<file path="src/smc_ahb_pkg.sv">
// AHB-lite encodings for the static memory controller
// Transfer type, response and size codes plus the bus widths
// Pulled in by the AHB slave, the top level and the testbench

`default_nettype none

package smc_ahb_pkg;

  // --------------------
  // Bus widths
  // --------------------
  localparam int AHB_ADDR_W = 32;            // Byte address
  localparam int AHB_DATA_W = 32;            // One word per beat

  // --------------------
  // HTRANS codes
  // --------------------
  localparam logic [1:0] HTRANS_IDLE   = 2'b00;  // No transfer
  localparam logic [1:0] HTRANS_BUSY   = 2'b01;  // Master stalled inside a burst
  localparam logic [1:0] HTRANS_NONSEQ = 2'b10;  // First or single beat
  localparam logic [1:0] HTRANS_SEQ    = 2'b11;  // Following beat

  // --------------------
  // HRESP codes
  // --------------------
  localparam logic [1:0] HRESP_OKAY  = 2'b00;
  localparam logic [1:0] HRESP_ERROR = 2'b01;    // Always two cycles

  // HSIZE codes, anything above WORD is rejected by the slave
  localparam logic [2:0] HSIZE_BYTE = 3'b000;
  localparam logic [2:0] HSIZE_HALF = 3'b001;
  localparam logic [2:0] HSIZE_WORD = 3'b010;

endpackage

`default_nettype wire

</file>
<file path="src/smc_mem_pkg.sv">
// Memory side definitions for the static memory controller
// APB register map, reset values, wait-state width, memory cycle states
// Used by the register block, the sequencer, the slave and the top level

`default_nettype none

package smc_mem_pkg;

  // --------------------
  // Widths
  // --------------------
  localparam int WAIT_W     = 4;   // Wait-state count, 0..15 extra strobe cycles
  localparam int APB_ADDR_W = 5;   // Register offset bus
  localparam int EMI_BE_W   = 4;   // One byte enable per lane

  // --------------------
  // Register map
  // --------------------
  localparam logic [APB_ADDR_W-1:0] REG_RD_WAIT = 5'h00;  // Read strobe wait states
  localparam logic [APB_ADDR_W-1:0] REG_WR_WAIT = 5'h04;  // Write strobe wait states
  localparam logic [APB_ADDR_W-1:0] REG_CTRL    = 5'h08;  // Global control

  // Enable bit position in REG_CTRL
  localparam int CTRL_EN_BIT = 0;

  // --------------------
  // Reset values
  // --------------------
  localparam logic [WAIT_W-1:0] RD_WAIT_RST = 4'd2;
  localparam logic [WAIT_W-1:0] WR_WAIT_RST = 4'd2;
  localparam logic              CTRL_RST    = 1'b0;   // Controller comes up disabled

  // External memory cycle states
  // SETUP drives address and chip select, STROBE holds the strobe for wait+1
  // cycles, HOLD releases the strobe with chip select still low
  typedef enum logic [1:0] {
    EMI_IDLE   = 2'b00,
    EMI_SETUP  = 2'b01,
    EMI_STROBE = 2'b10,
    EMI_HOLD   = 2'b11
  } emi_state_t;

endpackage

`default_nettype wire

</file>
<file path="src/smc_ahb_slave.sv">
// AHB-lite slave front end of the static memory controller
// Qualifies single transfers, builds byte enables and launches one
// external memory cycle per transfer, or answers with a two-cycle ERROR

`timescale 1ns/1ps
`default_nettype none

module smc_ahb_slave
  import smc_ahb_pkg::*;
  import smc_mem_pkg::*;
(
  input  wire                   hclk,
  input  wire                   reset,
  // AHB-lite slave side
  input  wire                   hsel,
  input  wire  [AHB_ADDR_W-1:0] haddr,
  input  wire  [1:0]            htrans,
  input  wire                   hwrite,
  input  wire  [2:0]            hsize,
  input  wire  [AHB_DATA_W-1:0] hwdata,
  input  wire                   hready,       // Muxed bus ready
  output logic [AHB_DATA_W-1:0] smc_hrdata,
  output logic                  smc_hready,
  output logic [1:0]            smc_hresp,
  output logic                  smc_valid,    // Accepted legal transfer
  // Control from the register block
  input  wire                   smc_enable,
  // Request to the memory sequencer
  output logic                  emi_start,
  output logic                  emi_write,
  output logic [AHB_ADDR_W-1:0] emi_addr,
  output logic [EMI_BE_W-1:0]   emi_n_be,
  output logic [AHB_DATA_W-1:0] emi_wdata,
  input  wire                   emi_done,
  input  wire  [AHB_DATA_W-1:0] emi_rdata
);

  logic                  accept;     // Address phase taken this cycle
  logic                  reject;     // Disabled or oversize
  logic                  start_q;    // First data phase cycle of a legal access
  logic                  wait_q;     // Data phase open, memory cycle pending
  logic                  err1_q;     // ERROR, ready low
  logic                  err2_q;     // ERROR, ready high
  logic                  write_q;
  logic [AHB_ADDR_W-1:0] addr_q;
  logic [EMI_BE_W-1:0]   n_be_q;
  logic [AHB_DATA_W-1:0] wdata_q;

  // Active-low lane enables, little endian
  function automatic logic [EMI_BE_W-1:0] calc_n_be(input logic [1:0] lane,
                                                    input logic [2:0] size);
    logic [EMI_BE_W-1:0] be;
    be = '0;
    case (size)
      HSIZE_BYTE: be = 4'b0001 << lane;
      HSIZE_HALF: be = lane[1] ? 4'b1100 : 4'b0011;   // Upper or lower half
      default:    be = 4'b1111;                       // Full word
    endcase
    return ~be;
  endfunction

  // --------------------
  // Address phase
  // --------------------
  assign accept    = hsel && hready &&
                     (htrans == HTRANS_NONSEQ || htrans == HTRANS_SEQ);
  assign reject    = !smc_enable || (hsize > HSIZE_WORD);
  assign smc_valid = accept && !reject;

  // Data phase control
  always_ff @(posedge hclk) begin
    if (reset) begin
      start_q <= 1'b0;
      wait_q  <= 1'b0;
      err1_q  <= 1'b0;
      err2_q  <= 1'b0;
    end else begin
      start_q <= smc_valid;             // One-cycle launch pulse
      err1_q  <= accept && reject;
      err2_q  <= err1_q;                // Second ERROR cycle follows the first
      if (smc_valid) begin
        wait_q <= 1'b1;                 // Wins over done for back-to-back access
      end else if (emi_done) begin
        wait_q <= 1'b0;
      end
    end
  end

  // Request payload, held while the data phase is stalled
  always_ff @(posedge hclk) begin
    if (smc_valid) begin
      addr_q  <= haddr;
      write_q <= hwrite;
      n_be_q  <= calc_n_be(haddr[1:0], hsize);
    end
    if (start_q) begin
      wdata_q <= hwdata;                // Write data arrives one cycle late
    end
  end

  // --------------------
  // Bus response
  // --------------------
  assign smc_hready = !err1_q && !(wait_q && !emi_done);
  assign smc_hresp  = (err1_q || err2_q) ? HRESP_ERROR : HRESP_OKAY;
  assign smc_hrdata = (wait_q && emi_done && !write_q) ? emi_rdata : '0;

  assign emi_start = start_q;
  assign emi_write = write_q;
  assign emi_addr  = addr_q;
  assign emi_n_be  = n_be_q;
  assign emi_wdata = wdata_q;

  // Ready-high ERROR comes exactly one cycle after ready-low ERROR
  a_err_two_cycle: assert property (@(posedge hclk) disable iff (reset)
    (smc_hresp == HRESP_ERROR && smc_hready) ==
      $past(smc_hresp == HRESP_ERROR && !smc_hready))
    else $error("ERROR response is not the two-cycle sequence");

endmodule

`default_nettype wire

</file>
<file path="src/smc_timing_regs.sv">
// APB register block for the static memory controller
// Holds read and write wait states and the global enable bit
// Writes land in the enable phase, read data is combinational

`timescale 1ns/1ps
`default_nettype none

module smc_timing_regs
  import smc_mem_pkg::*;
(
  input  wire                   hclk,
  input  wire                   reset,
  input  wire                   psel,
  input  wire                   penable,
  input  wire                   pwrite,
  input  wire  [APB_ADDR_W-1:0] paddr,
  input  wire  [31:0]           pwdata,
  output logic [31:0]           prdata,
  output logic [WAIT_W-1:0]     rd_wait,      // To the sequencer
  output logic [WAIT_W-1:0]     wr_wait,
  output logic                  smc_enable    // To the AHB slave
);

  logic              apb_wr;      // Enable phase of a write
  logic [WAIT_W-1:0] rd_wait_q;
  logic [WAIT_W-1:0] wr_wait_q;
  logic              enable_q;

  assign apb_wr = psel && penable && pwrite;

  // --------------------
  // Register writes
  // --------------------
  always_ff @(posedge hclk) begin
    if (reset) begin
      rd_wait_q <= RD_WAIT_RST;
      wr_wait_q <= WR_WAIT_RST;
      enable_q  <= CTRL_RST;
    end else if (apb_wr) begin
      case (paddr)
        REG_RD_WAIT: rd_wait_q <= pwdata[WAIT_W-1:0];   // Upper bits dropped
        REG_WR_WAIT: wr_wait_q <= pwdata[WAIT_W-1:0];
        REG_CTRL:    enable_q  <= pwdata[CTRL_EN_BIT];
        default: ;                                      // Unmapped, ignored
      endcase
    end
  end

  // Read-back
  // Zero-extended, zero for unmapped offsets
  always_comb begin
    prdata = '0;
    case (paddr)
      REG_RD_WAIT: prdata[WAIT_W-1:0]   = rd_wait_q;
      REG_WR_WAIT: prdata[WAIT_W-1:0]   = wr_wait_q;
      REG_CTRL:    prdata[CTRL_EN_BIT]  = enable_q;
      default:     prdata = '0;
    endcase
  end

  assign rd_wait    = rd_wait_q;
  assign wr_wait    = wr_wait_q;
  assign smc_enable = enable_q;

endmodule

`default_nettype wire

</file>
<file path="src/smc_emi_ctrl.sv">
// External memory cycle sequencer
// One request from the AHB slave becomes SETUP, STROBE for wait+1 cycles
// and HOLD on the asynchronous memory pins, wait+3 cycles in all

`timescale 1ns/1ps
`default_nettype none

module smc_emi_ctrl
  import smc_mem_pkg::*;
(
  input  wire                 hclk,
  input  wire                 reset,
  // Request from the AHB slave
  input  wire                 emi_start,      // One-cycle pulse, IDLE only
  input  wire                 emi_write,
  input  wire  [31:0]         emi_addr,
  input  wire  [EMI_BE_W-1:0] emi_n_be,
  input  wire  [31:0]         emi_wdata,
  output logic                emi_done,       // Pulses in HOLD
  output logic [31:0]         emi_rdata,      // Valid with emi_done
  // Wait states from the register block
  input  wire  [WAIT_W-1:0]   rd_wait,
  input  wire  [WAIT_W-1:0]   wr_wait,
  // External memory interface
  output logic [31:0]         smc_addr,
  output logic [31:0]         smc_data,       // Write data
  input  wire  [31:0]         data_smc,       // Read data
  output logic [EMI_BE_W-1:0] smc_n_be,
  output logic                smc_n_cs,
  output logic [EMI_BE_W-1:0] smc_n_we,       // Per-lane write strobes
  output logic                smc_n_wr,
  output logic                smc_n_rd,
  output logic                smc_n_ext_oe,   // Write data pad drive
  output logic                smc_busy
);

  emi_state_t        state_q;
  logic [WAIT_W-1:0] cnt_q;        // Remaining strobe cycles minus one
  logic [31:0]       rdata_q;
  logic              last_strobe;  // Final STROBE cycle
  logic              wr_strobe;
  logic              rd_strobe;

  assign last_strobe = (state_q == EMI_STROBE) && (cnt_q == '0);

  // --------------------
  // Cycle sequencer
  // --------------------
  always_ff @(posedge hclk) begin
    if (reset) begin
      state_q <= EMI_IDLE;
      cnt_q   <= '0;
    end else begin
      case (state_q)
        EMI_IDLE: begin
          if (emi_start) begin
            state_q <= EMI_SETUP;
            cnt_q   <= emi_write ? wr_wait : rd_wait;   // Sampled once per cycle
          end
        end
        EMI_SETUP: state_q <= EMI_STROBE;               // Address settles
        EMI_STROBE: begin
          if (cnt_q == '0) begin
            state_q <= EMI_HOLD;
          end else begin
            cnt_q <= cnt_q - 1'b1;
          end
        end
        EMI_HOLD: state_q <= EMI_IDLE;                  // Strobe released
        default:  state_q <= EMI_IDLE;
      endcase
    end
  end

  // Read data sampled on the last strobe edge
  always_ff @(posedge hclk) begin
    if (last_strobe && !emi_write) begin
      rdata_q <= data_smc;
    end
  end

  // --------------------
  // Pin decode
  // --------------------
  assign wr_strobe = (state_q == EMI_STROBE) && emi_write;
  assign rd_strobe = (state_q == EMI_STROBE) && !emi_write;

  assign smc_busy     = (state_q != EMI_IDLE);          // SETUP through HOLD
  assign smc_n_cs     = !smc_busy;
  assign smc_addr     = emi_addr;
  assign smc_data     = emi_wdata;
  assign smc_n_be     = smc_busy ? emi_n_be : '1;
  assign smc_n_rd     = !rd_strobe;
  assign smc_n_wr     = !wr_strobe;
  assign smc_n_we     = wr_strobe ? emi_n_be : '1;      // Only enabled lanes strobe
  assign smc_n_ext_oe = !wr_strobe;                     // Drive bus during write strobe

  assign emi_done  = (state_q == EMI_HOLD);
  assign emi_rdata = rdata_q;

  // Read and write strobes never meet in the same or adjacent cycles
  a_rd_wr_excl: assert property (@(posedge hclk) disable iff (reset)
    !((!smc_n_rd || $past(!smc_n_rd)) && (!smc_n_wr || $past(!smc_n_wr))))
    else $error("read and write strobes low together or back to back");

  // The slave never launches while a memory cycle is running
  a_start_idle: assert property (@(posedge hclk) disable iff (reset)
    emi_start |-> (state_q == EMI_IDLE))
    else $error("emi_start outside IDLE");

endmodule

`default_nettype wire

</file>
<file path="src/smc_lite.sv">
// Static memory controller top level
// AHB-lite slave, APB timing registers and the external memory sequencer
// on a single clock hclk with a synchronous active-high reset

`timescale 1ns/1ps
`default_nettype none

module smc_lite
  import smc_ahb_pkg::*;
  import smc_mem_pkg::*;
(
  input  wire                   hclk,
  input  wire                   reset,
  // APB
  input  wire                   psel,
  input  wire                   penable,
  input  wire                   pwrite,
  input  wire  [APB_ADDR_W-1:0] paddr,
  input  wire  [31:0]           pwdata,
  output wire  [31:0]           prdata,
  // AHB-lite
  input  wire                   hsel,
  input  wire  [AHB_ADDR_W-1:0] haddr,
  input  wire  [1:0]            htrans,
  input  wire                   hwrite,
  input  wire  [2:0]            hsize,
  input  wire  [AHB_DATA_W-1:0] hwdata,
  input  wire                   hready,
  output wire  [AHB_DATA_W-1:0] smc_hrdata,
  output wire                   smc_hready,
  output wire  [1:0]            smc_hresp,
  output wire                   smc_valid,
  // External memory
  output wire  [31:0]           smc_addr,
  output wire  [31:0]           smc_data,
  input  wire  [31:0]           data_smc,
  output wire  [EMI_BE_W-1:0]   smc_n_be,
  output wire                   smc_n_cs,
  output wire  [EMI_BE_W-1:0]   smc_n_we,
  output wire                   smc_n_wr,
  output wire                   smc_n_rd,
  output wire                   smc_n_ext_oe,
  output wire                   smc_busy
);

  // --------------------
  // Slave to sequencer
  // --------------------
  wire                  emi_start;
  wire                  emi_write;
  wire [AHB_ADDR_W-1:0] emi_addr;
  wire [EMI_BE_W-1:0]   emi_n_be;
  wire [AHB_DATA_W-1:0] emi_wdata;
  wire                  emi_done;
  wire [AHB_DATA_W-1:0] emi_rdata;
  // Register block outputs
  wire [WAIT_W-1:0]     rd_wait;
  wire [WAIT_W-1:0]     wr_wait;
  wire                  smc_enable;

  smc_ahb_slave u_ahb_slave (
    .hclk(hclk), .reset(reset),
    .hsel(hsel), .haddr(haddr), .htrans(htrans), .hwrite(hwrite),
    .hsize(hsize), .hwdata(hwdata), .hready(hready),
    .smc_hrdata(smc_hrdata), .smc_hready(smc_hready), .smc_hresp(smc_hresp),
    .smc_valid(smc_valid), .smc_enable(smc_enable),
    .emi_start(emi_start), .emi_write(emi_write), .emi_addr(emi_addr),
    .emi_n_be(emi_n_be), .emi_wdata(emi_wdata),
    .emi_done(emi_done), .emi_rdata(emi_rdata)
  );

  smc_timing_regs u_regs (
    .hclk(hclk), .reset(reset),
    .psel(psel), .penable(penable), .pwrite(pwrite),
    .paddr(paddr), .pwdata(pwdata), .prdata(prdata),
    .rd_wait(rd_wait), .wr_wait(wr_wait), .smc_enable(smc_enable)
  );

  smc_emi_ctrl u_emi (
    .hclk(hclk), .reset(reset),
    .emi_start(emi_start), .emi_write(emi_write), .emi_addr(emi_addr),
    .emi_n_be(emi_n_be), .emi_wdata(emi_wdata),
    .emi_done(emi_done), .emi_rdata(emi_rdata),
    .rd_wait(rd_wait), .wr_wait(wr_wait),
    .smc_addr(smc_addr), .smc_data(smc_data), .data_smc(data_smc),
    .smc_n_be(smc_n_be), .smc_n_cs(smc_n_cs), .smc_n_we(smc_n_we),
    .smc_n_wr(smc_n_wr), .smc_n_rd(smc_n_rd), .smc_n_ext_oe(smc_n_ext_oe),
    .smc_busy(smc_busy)
  );

endmodule

`default_nettype wire

</file>
<file path="config.mk">
export PLATFORM = sky130hd
export DESIGN_NAME = smc_lite
export DESIGN_NICKNAME = d
export VERILOG_FILES = /design/src/smc_ahb_pkg.sv /design/src/smc_mem_pkg.sv /design/src/smc_ahb_slave.sv /design/src/smc_timing_regs.sv /design/src/smc_emi_ctrl.sv /design/src/smc_lite.sv
export SDC_FILE = /design/constraint.sdc
export NUM_CORES = 1
export LEC_CHECK = 0
export ABC_AREA = 1
export BUFFER_PORTS_ARGS = -buffer_cell sky130_fd_sc_hd__buf_2
export CORE_AREA = 2 2 113 115
export CTS_BUF_LIST = sky130_fd_sc_hd__clkbuf_8
export DETAILED_ROUTE_END_ITERATION = 8
export DIE_AREA = 0 0 115 117
export PLACE_DENSITY = 0.84
export SYNTH_ARGS = -nofsm -noshare
export SYNTH_HDL_FRONTEND = slang
export SYNTH_SLANG_ARGS = --single-unit
</file>
<file path="constraint.sdc">
create_clock -name hclk -period 4.35 [get_ports hclk]
set_input_delay 0.87 -clock hclk [delete_from_list [all_inputs] [get_ports hclk]]
set_output_delay 0.87 -clock hclk [all_outputs]
set_load 0.01 [all_outputs]
</file>
# After elaboration in Yosys (flattened, before gate mapping)
# Cells that the tools add are included.
dict set report totals {
  elab_cells 85
  reg_bits 120
  out_inout_bits 145
}
dict set report op_classes {
  bitwise_logic 1
  n_lt_le_gt_ge 1
  mux 18
  n_shift 1
  addsub 1
  reduce_logical 38
  n_eq_ne 11
}
# cell n
set ops {}
lappend ops {{$mux 32} 1}
lappend ops {{$mux 4} 7}
lappend ops {{$pmux 4 s2} 2}
lappend ops {{$logic_and 1x1->1} 14}
lappend ops {{$logic_not 1->1} 9}
lappend ops {{$eq 2x2->1 const B} 4}
lappend ops {{$pmux 2 s4} 1}
lappend ops {{$reduce_and 2->1} 4}
lappend ops {{$ne 2x2->1 const B} 3}
lappend ops {{$pmux 3 s2} 1}
lappend ops {{$reduce_bool 2->1} 3}
lappend ops {{$eq 5x3->1 const B} 1}
lappend ops {{$eq 5x4->1 const B} 1}
lappend ops {{$logic_not 5->1} 1}
lappend ops {{$logic_not 4->1} 1}
lappend ops {{$mux 2} 2}
lappend ops {{$not 4->4} 1}
lappend ops {{$shl 1x2->4 const A} 1}
lappend ops {{$sub 4x1->4 const B} 1}
lappend ops {{$eq 3x1->1 const B} 1}
lappend ops {{$gt 3x2->1 const B} 1}
lappend ops {{$logic_not 3->1} 1}
lappend ops {{$logic_or 1x1->1} 3}
lappend ops {{$mux 1} 3}
lappend ops {{other kinds (4)} 4}

# Logic depth before layout (Yosys ltp)
dict set report logic_depth {
  depth_word 6
  ltp_mapped 9
  depth_no_buf 9
}

# Cells and area by module
# A second synthesis with hierarchy kept.
dict set report unflattened {
  hier_cells 473
  hier_area_um2 5398.9
}
# mod area_per_inst_um2 n_inst cells_per_inst
set modules_own_cells {}
lappend modules_own_cells {smc_ahb_slave 2675.1 1 172}
lappend modules_own_cells {smc_emi_ctrl 2021.9 1 195}
lappend modules_own_cells {smc_timing_regs 701.9 1 106}

# Worst setup path before layout
# OpenSTA, ideal clock, no wires.
dict set report synth_path {
  kind {input-to-output}
  start {input port hsize[0]}
  end {output port smc_valid}
  path_stages 5
  arrival_time_ps 1948
  path_buffers 0
  required_time_ps 3480
  slack_ps 1532
  cell_sequence {nand2_1 -> nand2_1 -> nor2_1 -> nand2_1 -> inv_1}
}
dict set report synth_via {
  elab_chain_cells 4
}
# element line
set synth_lines {}
lappend synth_lines {{start: declaration} smc_lite.sv:26} ;# input wire [2:0] hsize,
lappend synth_lines {{$gt 3x2->1} smc_ahb_slave.sv:67} ;# assign reject = !smc_enable || (hsize > HSIZE_WORD);
lappend synth_lines {{$logic_or 1x1->1} smc_ahb_slave.sv:67}
lappend synth_lines {{$logic_not 1->1} smc_ahb_slave.sv:68} ;# assign smc_valid = accept && !reject;
lappend synth_lines {{$logic_and 1x1->1} smc_ahb_slave.sv:68}
lappend synth_lines {{end: declaration} smc_lite.sv:32} ;# output wire smc_valid,
# No other way between the ends.

# Final worst setup path
dict set report layout_path {
  start {register u_ahb_slave.write_q, in the netlist u_ahb_slave.emi_write}
  end {output port smc_hrdata[6]}
}
dict set report layout_via {
  elab_chain_cells 3
}
# element line
set layout_lines {}
lappend layout_lines {{start: declaration} smc_ahb_slave.sv:44} ;# logic write_q;
lappend layout_lines {{start signal: assignment} smc_ahb_slave.sv:93} ;# write_q <= hwrite;
lappend layout_lines {{$logic_not 1->1} smc_ahb_slave.sv:106} ;# assign smc_hrdata = (wait_q && emi_done && !write_q) ? emi_rdata : '0;
lappend layout_lines {{$logic_and 1x1->1} smc_ahb_slave.sv:106}
lappend layout_lines {{$mux 32} smc_ahb_slave.sv:106}
lappend layout_lines {{end: declaration} smc_lite.sv:29} ;# output wire [AHB_DATA_W-1:0] smc_hrdata,
# No other way between the ends.

==> impl.org <==
** Global routing
- In the global route stage, met2 resource usage came out at 26.3%.
- Number of antenna violations at the first check in global routing :: 0
- The first global-routing pass estimated 14800 um of wire.
- The number of global-route vias before repair came to 3093.
- Global routing used 14.8% of the available tracks across all layers.
- Met1 track demand over resource in global routing :: 15.9%
- Total grt overflow :: 0
- The layer flagged by global routing as most heavily used is met2.
- Maximum number of pins on one net before global-route repair :: 38
- Routing usage on met3 :: 5.61%

** Synth
- The synthesized netlist contains 25 unique library cells.
- Yosys printed 0 warnings.
- Synthesis produced a netlist whose cell count is 396.
- Synthesis inferred 120 register bits.
- After synthesis, the mean cell area works out to 12.1 sq um.
- The biggest area contributor in the post-synthesis netlist is edfxtp_1.
- Most area-consuming cells after synthesis :: edfxtp_1 63%, dfxtp_1 7.9%, inv_1 5.0%
- After synthesis, flip-flops and latches occupy 71.3% of the total area.
- Area share of the largest cell type after synthesis :: 63.3%
- The cell area that synthesis handed to floorplanning was 4790 sq um.

** STA
- Max_slew headroom :: 40.5%
- Total Neg Setup Slack :: 0 ns
- The worst path in the final design needs a cycle of 2.94 ns, including I/O delays and setup.
- Upper clock frequency limit :: 340 MHz
- Clock skew on the completed layout was measured at 0.00927 ns.
- Final count of pins violating max slew :: 0
- RSZ-0062 raised after global routing :: no
- Hold timing on the final database bottoms out at a slack of 0.442 ns.
- Final worst setup slack :: 1.41 ns
- Actual transition at the worst max-transition pin :: 0.890 ns
- Dividing the final minimum period by the clock period gives 67.7%.
- Hold violation total from the final report :: 0
- Setup violators final :: 0

** Min path
- The path class of the tightest hold or removal check is register to register.

** Worst setup path
- Required time worst endpoint :: 3.48 ns
- Startpoint-to-endpoint class of the critical path :: register to primary output
- The slowest stage of the critical path is the nand3_2 cell.
- The worst setup path is launched from a register.
- Endpoint arrival time on the critical path :: 2.07 ns
- STA classifies the critical path endpoint as a primary output.
- In this design, the stage delay of the slowest critical-path cell is 0.51 ns.
- Maximum fanout along the worst path :: 32
- Crit path cell chain :: inv_2 > nand3_2 > nor2_1 > buf_2

** Clock tree
- Clock tree synthesis inserted a total of 17 buffers.
- The longest clock path from root to sink contains 2 buffers.
- Clock root buffer :: clkbuf_8
- After clock tree synthesis, the repair step resized 0 gates.
- TritonCTS built the clock tree.
- Buffer count from post-CTS setup fixing :: 0
- The clock reaches the later pin of the worst-skew pair after 0.43 ns.
- CTS built an H-tree with a depth of 4.
- Clock tree synthesis found a total of 120 sinks.
- After clock tree synthesis, the flow added hold-fix buffers numbering 0.
- Clock Pin Slew Worst Setup and Hold Paths :: 0.07 ns

** Die
- Initial standard-cell utilization of the core :: 38.9%
- Area enclosed by the die boundary :: 13500 sq um
- From left edge to right edge, the die measures 115 um.
- In this run the count of I/O pins placed on the die edge is 291.
- The total area inside the core boundary comes to 12300 sq um.
- The initialized floorplan defines 41 standard-cell rows.
- The die is 117 um tall.

** Drt
- In this run, the number of DRC markers left after iteration 0 of detailed routing was 206.
- Dividing the detail-routed via count by the number of cells gives 4.33.
- First drt pass iteration count :: 4
- Remaining antenna violation count :: 0
- In the routed design, unresolved DRC markers number 0.
- Dividing the detail-routed wire length by the instance count gives 13.2 um.
- Wirelength, routed :: 10600 um
- The final route contains 3486 vias.

** Placed design
- Detailed placement HPWL :: 8040 um
- Dpl cell area :: 6010 sq um
- Inst Count DP :: 773
- Gpl congestion :: 0.846
- Worst slack at placement :: 1.80 ns
- Count of input and output buffers :: 232

** Status
- Status :: complete, no violations

** Cells and area
- Excluding fillers, the count of instances in the completed layout stands at 805.
- Number of fill cells :: 1111
- After routing the design area is 6460 sq um.
- The repair_antennas step left the layout with diodes totalling 0.
- At the end of the flow, the number of nets in the layout was 793.
- The area growth from synthesis to layout is 34.9%.
- The post-route netlist has 43.4% of its cells at a drive strength greater than 1.

** Pwr
- Summed over all cells, the static leakage comes to 0.00307 uW.
- Power density over the cells :: 410 nW/um^2
- Max rail drop VDD :: 0.253 mV

** Job
- Max-capacitance violation count :: 0
## through the flow
| step | util (%) | total power [uW] |
|---|---|---|
| floorplan | - | 1470 |
| global placement | 48.8 | 1550 |
| detailed placement | 48.8 | 1560 |
| CTS | 52.5 | 2670 |
| global route | 52.5 | 2770 |
| finish | 52.5 | 2650 |
## flip-flops by register name (all words and copies together) (netlist names)
signal,count
u_regs.wr_wait,4
u_ahb_slave.wait_q,1
u_ahb_slave.err1_q,1
u_emi.state_q,2
u_ahb_slave.emi_n_be,4
u_regs.smc_enable,1
u_regs.rd_wait,4
u_emi.cnt_q,4
u_ahb_slave.emi_wdata,32
u_ahb_slave.emi_start,1
u_ahb_slave.emi_addr,32
u_ahb_slave.err2_q,1
u_ahb_slave.emi_write,1
u_emi.emi_rdata,32
## cell usage in the layout (no fill, tap or decap), types with 2 or more instances in the layout
cell type | synthesis | routed
buf_2 | 4 | 232
edfxtp_1 | 101 | 101
inv_1 | 64 | 64
nand2_1 | 63 | 63
nor2_1 | 61 | 60
conb_1 | 1 | 29
dfxtp_1 | 19 | 19
clkbuf_8 | 0 | 17
nand3_1 | 10 | 10
a21oi_1 | 10 | 10
nor2_4 | 4 | 5
ha_1 | 5 | 5
o21ai_0 | 4 | 4
inv_6 | 0 | 4
bufinv_16 | 0 | 4
clkinv_4 | 0 | 4
nand3_4 | 3 | 3
or2_2 | 3 | 3
inv_2 | 2 | 2
o211ai_1 | 2 | 2
nor2_8 | 2 | 2
buf_4 | 31 | 2
## cell type report
type	instances	area [sq um]	share of cell area, %
Clock buffer	17	234	3.62
Sequential cell	120	3410	52.8
Clock inverter	15	214	3.31
Tap cell	150	188	2.91
Timing Repair Buffer	234	1180	18.2
Inverter	66	248	3.83
Multi-Input combinational cell	203	987	15.3
## where the power goes
group / total (uW) / leakage (uW) / switching, uW / internal (uW)
Clock: 1120 / 0.000223 / 480 / 637
Sequential: 1280 / 0.00106 / 14.3 / 1260
Combinational: 255 / 0.00178 / 154 / 101
## path summary, 6_finish.rpt
check	from	to	slack [ns]	cells after the start
worst max register to register	u_emi.state_q[0]$_SDFFE_PP0P_	u_emi.emi_rdata[1]$_DFFE_PP_	2.26	4
worst min register to register	u_ahb_slave.err1_q$_SDFF_PP0_	u_ahb_slave.err2_q$_SDFF_PP0_	0.44	2
worst max-delay path	u_ahb_slave.emi_write$_DFFE_PP_	smc_hrdata[6]	1.41	4
worst min-delay path	u_ahb_slave.err1_q$_SDFF_PP0_	u_ahb_slave.err2_q$_SDFF_PP0_	0.44	2
## cells in the mapped netlist, drive strengths merged
library cell and n:
a21oi 10, buf 35, conb 1, dfxtp 19
edfxtp 101, ha 5, inv 66, nand2 64
nand3 14, nor2 67, nor3 2, o211ai 2
o21ai 5, o22ai 1, or2 3, xor2 1
## worst max-delay path: cells and delay by family (launching register included)
family        cells  cell delay [ns]
buf+inv           2             0.34
simple gates      2             0.83
flops             1             0.46
## metal layers
| layer | share of wire, % | up-vias |
|---|---|---|
| li1 | - | 1706 |
| met1 | 37 | 1611 |
| met2 | 53 | 156 |
| met3 | 8.4 | 13 |
| met4 | 1.1 | 0 |
| met5 | 0 | - |
## cells by family after synthesis
| group | Yosys count | synth area share [%] |
|---|---|---|
| AO/OA/AOI/OAI | 18 | 2.01 |
| other | 1 | 0.0783 |
| XOR/XNOR | 1 | 0.183 |
| adder cells (fa/ha/maj) | 5 | 1.31 |
| buffers and inverters | 101 | 10.5 |
| AND/OR/NAND/NOR | 150 | 14.7 |
| flip-flops | 120 | 71.3 |
No activity file was read; power rests on OpenSTA's default activity.
